==> config.mk <==
export PLATFORM = sky130hd
export DESIGN_NAME = mac_top
export DESIGN_NICKNAME = d
export VERILOG_FILES = /design/src/design/mac_width_pkg.sv /design/src/design/mac_opcode_pkg.sv /design/src/design/mac_preadd_mult.sv /design/src/design/mac_postadd.sv /design/src/design/mac_top.sv
export SDC_FILE = /design/constraint.sdc
export NUM_CORES = 2
export LEC_CHECK = 0
export ABC_CLOCK_PERIOD_IN_PS = 9300
export BUFFER_PORTS_ARGS = -buffer_cell sky130_fd_sc_hd__buf_2
export CORE_MARGIN = 3
export CORE_UTILIZATION = 64
export CTS_BUF_LIST = sky130_fd_sc_hd__clkbuf_4 sky130_fd_sc_hd__clkbuf_8 sky130_fd_sc_hd__clkbuf_16
export DETAILED_ROUTE_END_ITERATION = 8
export MAX_ROUTING_LAYER = met4
export PLACE_DENSITY = 0.84
export SETUP_SLACK_MARGIN = 0.05
export SLEW_MARGIN = 0
export SYNTH_ARGS = -nofsm -noshare
export SYNTH_HDL_FRONTEND = slang
export SYNTH_HIERARCHICAL = 1
export SYNTH_SLANG_ARGS = --single-unit
export TNS_END_PERCENT = 100
==> constraint.sdc <==
create_clock -name clk -period 9.3 [get_ports clk]
set_input_delay 1.86 -clock clk [delete_from_list [all_inputs] [get_ports clk]]
set_output_delay 1.86 -clock clk [all_outputs]
set_load 0.02 [all_outputs]
==> src/design/mac_width_pkg.sv <==
package mac_width_pkg;

    // ----------------------------------------------------------------------
    // Datapath widths of the multiply-add slice
    // ----------------------------------------------------------------------

    // Operand ports a and b, as on the DSP48A1 A/B inputs
    parameter int DEF_AB_W = 18;            // Signed a and b

    // Wide side of the slice holds c, the a:b concat and the result p.
    // Each stage derives the product width as 2*AB_W itself
    parameter int DEF_P_W  = 48;            // Signed c, concat and p

endpackage : mac_width_pkg

==> src/design/mac_opcode_pkg.sv <==
package mac_opcode_pkg;

    // ----------------------------------------------------------------------
    // Op word layout, one field map for the whole engine
    // ----------------------------------------------------------------------

    parameter int OP_POST_SUB = 7;          // Postadder subtracts, Z - (X + cin)
    parameter int OP_PRE_SUB  = 6;          // Preadder negates b
    parameter int OP_CARRY_IN = 5;          // Add 1 in the postadder
    parameter int OP_USE_PRE  = 4;          // Route b through the preadder

    parameter int OP_Z_HI     = 3;          // Z source field upper bit
    parameter int OP_Z_LO     = 2;          // Z source field lower bit
    parameter int OP_X_HI     = 1;          // X source field upper bit
    parameter int OP_X_LO     = 0;          // X source field lower bit

    // 2-bit select for either postadder mux
    typedef logic [1:0] sel_t;

    // ----------------------------------------------------------------------
    // X mux sources
    // ----------------------------------------------------------------------
    parameter sel_t X_ZERO    = 2'd0;       // Constant zero
    parameter sel_t X_MULT    = 2'd1;       // Sign-extended product
    parameter sel_t X_PREV_P  = 2'd2;       // Current p
    parameter sel_t X_CONCAT  = 2'd3;       // a:b zero-extended

    // ----------------------------------------------------------------------
    // Z mux sources
    // ----------------------------------------------------------------------
    parameter sel_t Z_ZERO    = 2'd0;       // Constant zero
    parameter sel_t Z_CASCADE = 2'd1;       // Cascade in, unconnected here
    parameter sel_t Z_PREV_P  = 2'd2;       // Current p
    parameter sel_t Z_C       = 2'd3;       // Delayed c

endpackage : mac_opcode_pkg

==> src/design/mac_preadd_mult.sv <==
`timescale 1ns/1ns

module mac_preadd_mult
    import mac_width_pkg::*, mac_opcode_pkg::*;
#(
    parameter int AB_W = DEF_AB_W,                  // Width of a and b
    parameter int P_W  = DEF_P_W                    // Width of c and the concat word
) (
    input  logic                     clk,
    input  logic                     reset,
    input  logic [7:0]               op,            // Op word, sampled with the operands
    input  logic signed [AB_W-1:0]   a,
    input  logic signed [AB_W-1:0]   b,
    input  logic signed [P_W-1:0]    c,
    output logic signed [2*AB_W-1:0] m,             // M register
    output logic [P_W-1:0]           ab_cat,        // a:b after preadder, zero-extended
    output logic signed [P_W-1:0]    c_m,           // c, two edges late
    output logic                     post_sub,      // Late op fields, aligned with m
    output logic                     carry_in,
    output sel_t                     x_sel,
    output sel_t                     z_sel
);

    localparam int M_W   = 2*AB_W;                  // Product width
    localparam int PAD_W = P_W - M_W;               // Zero pad above the concat

    // ----------------------------------------------------------------------
    // Preadder, acts on the live b before the A/B registers
    // ----------------------------------------------------------------------
    logic                   pre_neg;                // D - B selected
    logic signed [AB_W-1:0] b_pre;                  // b after preadder

    assign pre_neg = op[OP_USE_PRE] & op[OP_PRE_SUB];
    // D port is zero, so D - B reduces to -B. Same width as b, so
    // full-scale negative wraps onto itself like the slice preadder
    assign b_pre   = pre_neg ? -b : b;

    // ----------------------------------------------------------------------
    // Edge k: operand registers plus first delay of c and late op bits
    // ----------------------------------------------------------------------
    logic signed [AB_W-1:0] a_r;                    // A1 register
    logic signed [AB_W-1:0] b_r;                    // B1 register
    logic signed [P_W-1:0]  c_d1;                   // First c delay
    logic                   post_sub_d1;            // First delay of bit 7
    logic                   carry_in_d1;            // First delay of bit 5
    sel_t                   x_sel_d1;               // First delay of bits 1:0
    sel_t                   z_sel_d1;               // First delay of bits 3:2

    always_ff @(posedge clk or posedge reset) begin
        if (reset) begin
            a_r         <= '0;
            b_r         <= '0;
            c_d1        <= '0;
            post_sub_d1 <= 1'b0;
            carry_in_d1 <= 1'b0;
            x_sel_d1    <= X_ZERO;                  // Idle op reads zero
            z_sel_d1    <= Z_ZERO;
        end else begin
            a_r         <= a;
            b_r         <= b_pre;
            c_d1        <= c;
            post_sub_d1 <= op[OP_POST_SUB];
            carry_in_d1 <= op[OP_CARRY_IN];
            x_sel_d1    <= op[OP_X_HI:OP_X_LO];
            z_sel_d1    <= op[OP_Z_HI:OP_Z_LO];
        end
    end

    // ----------------------------------------------------------------------
    // Edge k+1: multiplier register, concat and opmode register
    // ----------------------------------------------------------------------
    logic signed [M_W-1:0] prod;                    // Full signed product
    logic [M_W-1:0]        cat_w;                   // Raw a:b bits

    assign prod  = a_r * b_r;                       // Both signed, sized to M_W
    assign cat_w = {a_r, b_r};                      // a high, b low

    always_ff @(posedge clk or posedge reset) begin
        if (reset) begin
            m        <= '0;
            ab_cat   <= '0;
            c_m      <= '0;
            post_sub <= 1'b0;
            carry_in <= 1'b0;
            x_sel    <= X_ZERO;
            z_sel    <= Z_ZERO;
        end else begin
            m        <= prod;
            ab_cat   <= {{PAD_W{1'b0}}, cat_w};     // D bits of the concat are zero
            c_m      <= c_d1;                       // C register lines up with M
            post_sub <= post_sub_d1;
            carry_in <= carry_in_d1;
            x_sel    <= x_sel_d1;
            z_sel    <= z_sel_d1;
        end
    end

endmodule : mac_preadd_mult

==> src/design/mac_postadd.sv <==
`timescale 1ns/1ns

module mac_postadd
    import mac_width_pkg::*, mac_opcode_pkg::*;
#(
    parameter int P_W  = DEF_P_W,                   // Width of c, concat and p
    parameter int AB_W = DEF_AB_W                   // Operand width, sets product size
) (
    input  logic                     clk,
    input  logic                     reset,
    input  logic signed [2*AB_W-1:0] m,             // Registered product
    input  logic [P_W-1:0]           ab_cat,        // Zero-extended a:b
    input  logic signed [P_W-1:0]    c_m,           // Delayed c
    input  logic                     post_sub,      // Subtract mode
    input  logic                     carry_in,      // Add one
    input  sel_t                     x_sel,         // X mux select
    input  sel_t                     z_sel,         // Z mux select
    output logic signed [P_W-1:0]    p              // P register
);

    localparam int M_W  = 2*AB_W;                   // Product width
    localparam int EXT_W = P_W - M_W;               // Sign-extension bits above m

    // ----------------------------------------------------------------------
    // X multiplexer
    // ----------------------------------------------------------------------
    logic [P_W-1:0] m_ext;                          // Product on the wide bus
    logic [P_W-1:0] x_val;                          // Selected X operand

    assign m_ext = {{EXT_W{m[M_W-1]}}, m};          // Keep product sign

    always_comb begin
        case (x_sel)
            X_MULT:   x_val = m_ext;
            X_PREV_P: x_val = p;                    // Feedback of the current result
            X_CONCAT: x_val = ab_cat;
            default:  x_val = '0;                   // X_ZERO
        endcase
    end

    // ----------------------------------------------------------------------
    // Z multiplexer
    // ----------------------------------------------------------------------
    logic [P_W-1:0] z_val;                          // Selected Z operand

    always_comb begin
        case (z_sel)
            Z_PREV_P:  z_val = p;
            Z_C:       z_val = c_m;
            default:   z_val = '0;                  // Z_ZERO or the unconnected cascade
        endcase
    end

    // ----------------------------------------------------------------------
    // Postadder / subtractor
    // ----------------------------------------------------------------------
    logic [P_W-1:0] x_cin;                          // X with carry folded in
    logic [P_W-1:0] p_next;                         // Result before the P register

    assign x_cin = x_val + {{(P_W-1){1'b0}}, carry_in};

    // Carry goes with X on both paths, so subtract is Z - (X + cin).
    // Everything wraps modulo 2^P_W, no carry-out is kept
    assign p_next = post_sub ? (z_val - x_cin) : (z_val + x_cin);

    // ----------------------------------------------------------------------
    // P register, edge k+2 of the instruction
    // ----------------------------------------------------------------------
    always_ff @(posedge clk or posedge reset) begin
        if (reset) begin
            p <= '0;
        end else begin
            p <= p_next;                            // PREV_P saw the value just before this edge
        end
    end

endmodule : mac_postadd

==> src/design/mac_top.sv <==
`timescale 1ns/1ns

module mac_top
    import mac_width_pkg::*, mac_opcode_pkg::*;
#(
    parameter int AB_W = DEF_AB_W,                  // Width of a and b
    parameter int P_W  = DEF_P_W                    // Width of c and p
) (
    input  logic                   clk,
    input  logic                   reset,
    input  logic [7:0]             op,              // One instruction per clock
    input  logic signed [AB_W-1:0] a,
    input  logic signed [AB_W-1:0] b,
    input  logic signed [P_W-1:0]  c,
    output logic signed [P_W-1:0]  p               // Result, three edges after issue
);

    // ----------------------------------------------------------------------
    // Stage 1 to stage 2 wires
    // ----------------------------------------------------------------------
    logic signed [2*AB_W-1:0] m;                    // Product
    logic [P_W-1:0]           ab_cat;               // Concat operand
    logic signed [P_W-1:0]    c_m;                  // Aligned c
    logic                     post_sub;
    logic                     carry_in;
    sel_t                     x_sel;
    sel_t                     z_sel;

    mac_preadd_mult #(
        .AB_W     (AB_W),
        .P_W      (P_W)
    ) u_preadd_mult (
        .clk      (clk),
        .reset    (reset),
        .op       (op),
        .a        (a),
        .b        (b),
        .c        (c),
        .m        (m),
        .ab_cat   (ab_cat),
        .c_m      (c_m),
        .post_sub (post_sub),
        .carry_in (carry_in),
        .x_sel    (x_sel),
        .z_sel    (z_sel)
    );

    mac_postadd #(
        .P_W      (P_W),
        .AB_W     (AB_W)
    ) u_postadd (
        .clk      (clk),
        .reset    (reset),
        .m        (m),
        .ab_cat   (ab_cat),
        .c_m      (c_m),
        .post_sub (post_sub),
        .carry_in (carry_in),
        .x_sel    (x_sel),
        .z_sel    (z_sel),
        .p        (p)
    );

endmodule : mac_top

==> impl_metrics.prom <==
# TYPE chip_impl_metric gauge
chip_impl_info{name="outcome",value="complete, no violations"} 1
chip_impl_metric{name="yosys_warnings",unit=""} 6
chip_impl_metric{name="layout.nets",unit=""} 3409
chip_impl_metric{name="critPathRequiredTime",unit="ps"} 9760
chip_impl_info{name="main_combinational_cell_family_by_area_after_synthesis",value="adder cells"} 1
chip_impl_info{name="rsz_0062_raised_after_global_routing",value="false"} 1
chip_impl_metric{name="gr-usage-met3",unit=""} 0.0457
chip_impl_info{name="crit_path_end_kind",value="flip-flop"} 1
chip_impl_metric{name="grt_antenna_before_repair",unit=""} 3
chip_impl_metric{name="dr.pass1.iters",unit=""} 7
chip_impl_metric{name="post_cts_resize_count",unit=""} 0
chip_impl_metric{name="max-cap-violations",unit=""} 0
chip_impl_metric{name="slew_viol_final",unit=""} 0
chip_impl_info{name="synth_area_leaders",value="sky130_fd_sc_hd__dfrtp_1, sky130_fd_sc_hd__fa_1, sky130_fd_sc_hd__ha_1"} 1
chip_impl_metric{name="muxShareOfSynthArea",unit=""} 0.0411
chip_impl_metric{name="dp_hpwl",unit="mm"} 55.1
chip_impl_metric{name="floorplan.initialDensity",unit=""} 0.649
chip_impl_metric{name="final_cells",unit=""} 3396
chip_impl_info{name="worstSetupPathType",value="reg2reg"} 1
chip_impl_metric{name="post_synth_and_or_nand_nor_area_fraction",unit=""} 0.159
chip_impl_metric{name="synthToLayoutAreaGrowth",unit="%"} 7.77
chip_impl_info{name="post-synth-top-area-cell",value="sky130_fd_sc_hd__dfrtp_1"} 1
chip_impl_metric{name="post_synth_inst_count",unit=""} 2749
chip_impl_metric{name="achievable-frequency",unit="MHz"} 127
chip_impl_metric{name="grt_remaining_overflow",unit=""} 0
chip_impl_metric{name="grt.total_usage",unit=""} 0.337
chip_impl_info{name="synth.top_cells.by_count",value="sky130_fd_sc_hd__inv_1, sky130_fd_sc_hd__fa_1, sky130_fd_sc_hd__dfrtp_1"} 1
chip_impl_metric{name="syn-mean-instance-area",unit="sq um"} 9.69
chip_impl_metric{name="finalCritPeriodShare",unit=""} 0.847
chip_impl_metric{name="hold_violations",unit=""} 0
chip_impl_info{name="min_path_type",value="reg2reg"} 1
chip_impl_metric{name="setup-violations-final",unit=""} 0
chip_impl_metric{name="wirelength",unit="mm"} 70.6
chip_impl_metric{name="cts_buffers",unit=""} 29
chip_impl_metric{name="via_per_inst",unit=""} 5.95
chip_impl_metric{name="maximum_level_of_the_cts_h_tree",unit=""} 1
chip_impl_info{name="globalRoute.busiestLayer",value="met2"} 1
chip_impl_metric{name="clk_transition_reported_paths",unit="ps"} 60
chip_impl_metric{name="finalWeightedCongestion",unit=""} 0.957
chip_impl_metric{name="synth_adder_area_share",unit=""} 0.316
chip_impl_metric{name="drc_errors",unit=""} 0
chip_impl_metric{name="critical_path.max_fanout",unit=""} 44
chip_impl_metric{name="seq_area_frac_synth",unit=""} 0.248
chip_impl_metric{name="global_route.usage.met1",unit=""} 0.427
chip_impl_metric{name="grt_start_max_net_pins",unit=""} 93
chip_impl_metric{name="synth_compound_gate_area_share",unit=""} 0.0985
chip_impl_metric{name="io-pin-count",unit=""} 142
chip_impl_metric{name="post_synthesis_share_of_cell_area_spent_on_xor_and_xnor_gates",unit=""} 0.0567
chip_impl_metric{name="die_h",unit="microns"} 210
chip_impl_metric{name="setup_ws",unit="ps"} 1420
chip_impl_metric{name="design_area",unit="sq um"} 28700
chip_impl_metric{name="netlist_area_before_placement",unit="sq um"} 26600
chip_impl_metric{name="synth-edff-count",unit=""} 0
chip_impl_metric{name="core_area",unit="sq um"} 41000
chip_impl_metric{name="synth_cell_type_count",unit=""} 87
chip_impl_info{name="root_driver",value="sky130_fd_sc_hd__clkbuf_16"} 1
chip_impl_metric{name="drt_iter0_drc",unit=""} 1670
chip_impl_metric{name="wire_length_of_the_first_global_routing_pass",unit="mm"} 114
chip_impl_metric{name="synth_async_sr_flop_share",unit=""} 1.00
chip_impl_metric{name="placementRows",unit=""} 74
chip_impl_metric{name="cts.repair_timing.setup_buffer_count",unit=""} 0
chip_impl_metric{name="buffers_added_on_ports",unit=""} 141
chip_impl_metric{name="ff2ff_setup_slack",unit="ps"} 1420
chip_impl_info{name="post-synth-top-count-cell",value="sky130_fd_sc_hd__inv_1"} 1
chip_impl_metric{name="final_antenna_net_count",unit=""} 0
chip_impl_metric{name="fill_cells",unit=""} 3044
chip_impl_metric{name="post_dp_cell_area",unit="sq um"} 27700
chip_impl_metric{name="crit_arrival",unit="ps"} 8340
chip_impl_metric{name="number_of_sinks_driven_by_the_clock_tree",unit=""} 264
chip_impl_metric{name="die-width",unit="microns"} 210
chip_impl_metric{name="clock_insertion_delay_worst_skew",unit="ps"} 580
chip_impl_info{name="timing.critical_path.from_type",value="flip-flop"} 1
chip_impl_metric{name="slew_headroom",unit=""} 0.300
chip_impl_metric{name="finalClockSkew",unit="ps"} 27.4
chip_impl_metric{name="flop_and_latch_count_out_of_synthesis",unit=""} 264
chip_impl_metric{name="cts-hold-fix-buffers",unit=""} 0
chip_impl_metric{name="setup-tns-final",unit="ps"} 0
chip_impl_metric{name="drive_gt1_frac",unit=""} 0.103
chip_impl_metric{name="cts.path.max_buffers",unit=""} 3
chip_impl_metric{name="globalRouteMet2Util",unit=""} 0.557
chip_impl_info{name="clock_tree_from_tritoncts",value="yes"} 1
chip_impl_metric{name="via_count",unit=""} 20200
chip_impl_metric{name="number_of_global_route_vias_before_repair",unit=""} 21500
chip_impl_info{name="commonest_register_cell_after_synthesis",value="sky130_fd_sc_hd__dfrtp_1"} 1
chip_impl_metric{name="synthDominantCellAreaShare",unit=""} 0.248
chip_impl_metric{name="slew_worst_pin",unit="ps"} 1050
chip_impl_metric{name="pre_cts_slack",unit="ps"} 1570
chip_impl_metric{name="die-area",unit="sq um"} 44100
chip_impl_metric{name="post-route-min-period",unit="ps"} 7880
chip_impl_metric{name="count_of_placed_standard_cells_including_taps",unit=""} 3341
chip_impl_metric{name="wire_length_per_cell_after_detailed_routing",unit="microns"} 20.8
==> worst max-delay path: stages (launching register included) <==
cell                       delay, ps
sky130_fd_sc_hd__dfrtp_4         790
sky130_fd_sc_hd__nor2b_2         430
sky130_fd_sc_hd__buf_4           370
sky130_fd_sc_hd__a22o_1          390
sky130_fd_sc_hd__nand3_1         250
sky130_fd_sc_hd__or4_1           670
sky130_fd_sc_hd__nor4_1          420
sky130_fd_sc_hd__xor2_1          190
sky130_fd_sc_hd__nor4_1          550
sky130_fd_sc_hd__and3_1          380
sky130_fd_sc_hd__nor2_1           80
sky130_fd_sc_hd__xor2_1          160
sky130_fd_sc_hd__ha_1            360
sky130_fd_sc_hd__and3_1          260
sky130_fd_sc_hd__a311oi_1        430
sky130_fd_sc_hd__nand3b_1        120
sky130_fd_sc_hd__o21ai_0         460
sky130_fd_sc_hd__nand3_1         220
sky130_fd_sc_hd__o211ai_1        200
sky130_fd_sc_hd__o21ai_0         250
sky130_fd_sc_hd__a221oi_1        310
sky130_fd_sc_hd__xnor3_1         440
==> per-layer routing <==
layer	share of wire	routed length [microns]
met1	0.40	28100
met2	0.49	34300
met3	0.069	4850
met4	0.047	3290
met5	0	0
==> sequential cells by signal, indices dropped and copies added, names as in the netlist, 18 cells and up <==
register / cells
u_postadd/p: 48
u_preadd_mult/m: 36
u_preadd_mult/a_r: 18
u_preadd_mult/ab_cat: 36
u_preadd_mult/b_r: 18
u_preadd_mult/c_m: 48
u_preadd_mult/c_d1: 48
==> worst paths after layout <==
kind                                              from                      to  cells after the start
max in group asynchronous                        reset  u_preadd_mult/c_d1[22]                      3
worst min register to register  u_preadd_mult/c_d1[40]   u_preadd_mult/c_m[40]                      0
min in group asynchronous                        reset   u_preadd_mult/c_m[47]                      2
worst max-delay path            u_preadd_mult/x_sel[0]         u_postadd/p[47]                     21
worst max register to register  u_preadd_mult/x_sel[0]         u_postadd/p[47]                     21
worst min-delay path            u_preadd_mult/c_d1[40]   u_preadd_mult/c_m[40]                      0
==> area by class of cell <==
| class | count | area, sq um | share of cell area |
|---|---|---|---|
| repair buffers | 158 | 833 | 0.0290 |
| clock inverters | 22 | 282 | 0.00981 |
| diodes | 2 | 5.00 | 0.000174 |
| multi-input cells | 1957 | 17900 | 0.625 |
| well taps | 532 | 666 | 0.0232 |
| flip-flops and latches | 264 | 6610 | 0.230 |
| inverters | 430 | 1620 | 0.0565 |
| clock buffers | 31 | 753 | 0.0262 |
==> placed cells by master (no fill, tap or decap), types with 15 or more instances in the layout <==
cell type / synthesis / layout
sky130_fd_sc_hd__nor2b_1: 65 / 64
sky130_fd_sc_hd__a21o_1: 40 / 40
sky130_fd_sc_hd__o21ai_0: 49 / 49
sky130_fd_sc_hd__a31oi_1: 22 / 22
sky130_fd_sc_hd__nand4_1: 29 / 29
sky130_fd_sc_hd__mux2_2: 36 / 36
sky130_fd_sc_hd__buf_4: 18 / 17
sky130_fd_sc_hd__nor3_1: 36 / 36
sky130_fd_sc_hd__nand2_1: 248 / 248
sky130_fd_sc_hd__and2_1: 169 / 169
sky130_fd_sc_hd__o21a_1: 21 / 21
sky130_fd_sc_hd__dfrtp_1: 264 / 261
sky130_fd_sc_hd__a211oi_1: 15 / 15
sky130_fd_sc_hd__a22o_1: 20 / 20
sky130_fd_sc_hd__and3_1: 22 / 22
sky130_fd_sc_hd__xor2_1: 64 / 64
sky130_fd_sc_hd__nor4_1: 17 / 17
sky130_fd_sc_hd__xnor2_1: 106 / 106
sky130_fd_sc_hd__a21oi_1: 98 / 98
sky130_fd_sc_hd__ha_1: 145 / 145
sky130_fd_sc_hd__nand3_1: 40 / 40
sky130_fd_sc_hd__clkbuf_16: 0 / 29
sky130_fd_sc_hd__buf_2: 8 / 141
sky130_fd_sc_hd__fa_1: 330 / 330
sky130_fd_sc_hd__inv_1: 430 / 428
sky130_fd_sc_hd__nor2_1: 110 / 110
sky130_fd_sc_hd__mux2i_1: 62 / 62
sky130_fd_sc_hd__nand2b_1: 23 / 23
==> logic make-up (layout without fill, tap and decap cells) <==
| family | Yosys count | count (layout) |
|---|---|---|
| and+or+nand+nor | 816 | 816 |
| buffers and inverters | 539 | 641 |
| adders and majority gates | 475 | 475 |
| AOI/OAI and AO/OA | 379 | 379 |
| DFF | 264 | 264 |
| xor gates and xnor gates | 171 | 171 |
| muxes | 104 | 104 |
| other | 1 | 14 |
==> through the flow <==
step                      hold WS (ps)   util
final                              347  0.700
after detailed placement           335  0.675
after global placement             332  0.675
after global routing               350  0.700
after CTS                          345  0.700
after floorplan                    331      -
Power is left out: the tool's default activity adds up to more than one toggle a clock period on the data nets, which glitch-free logic cannot reach.
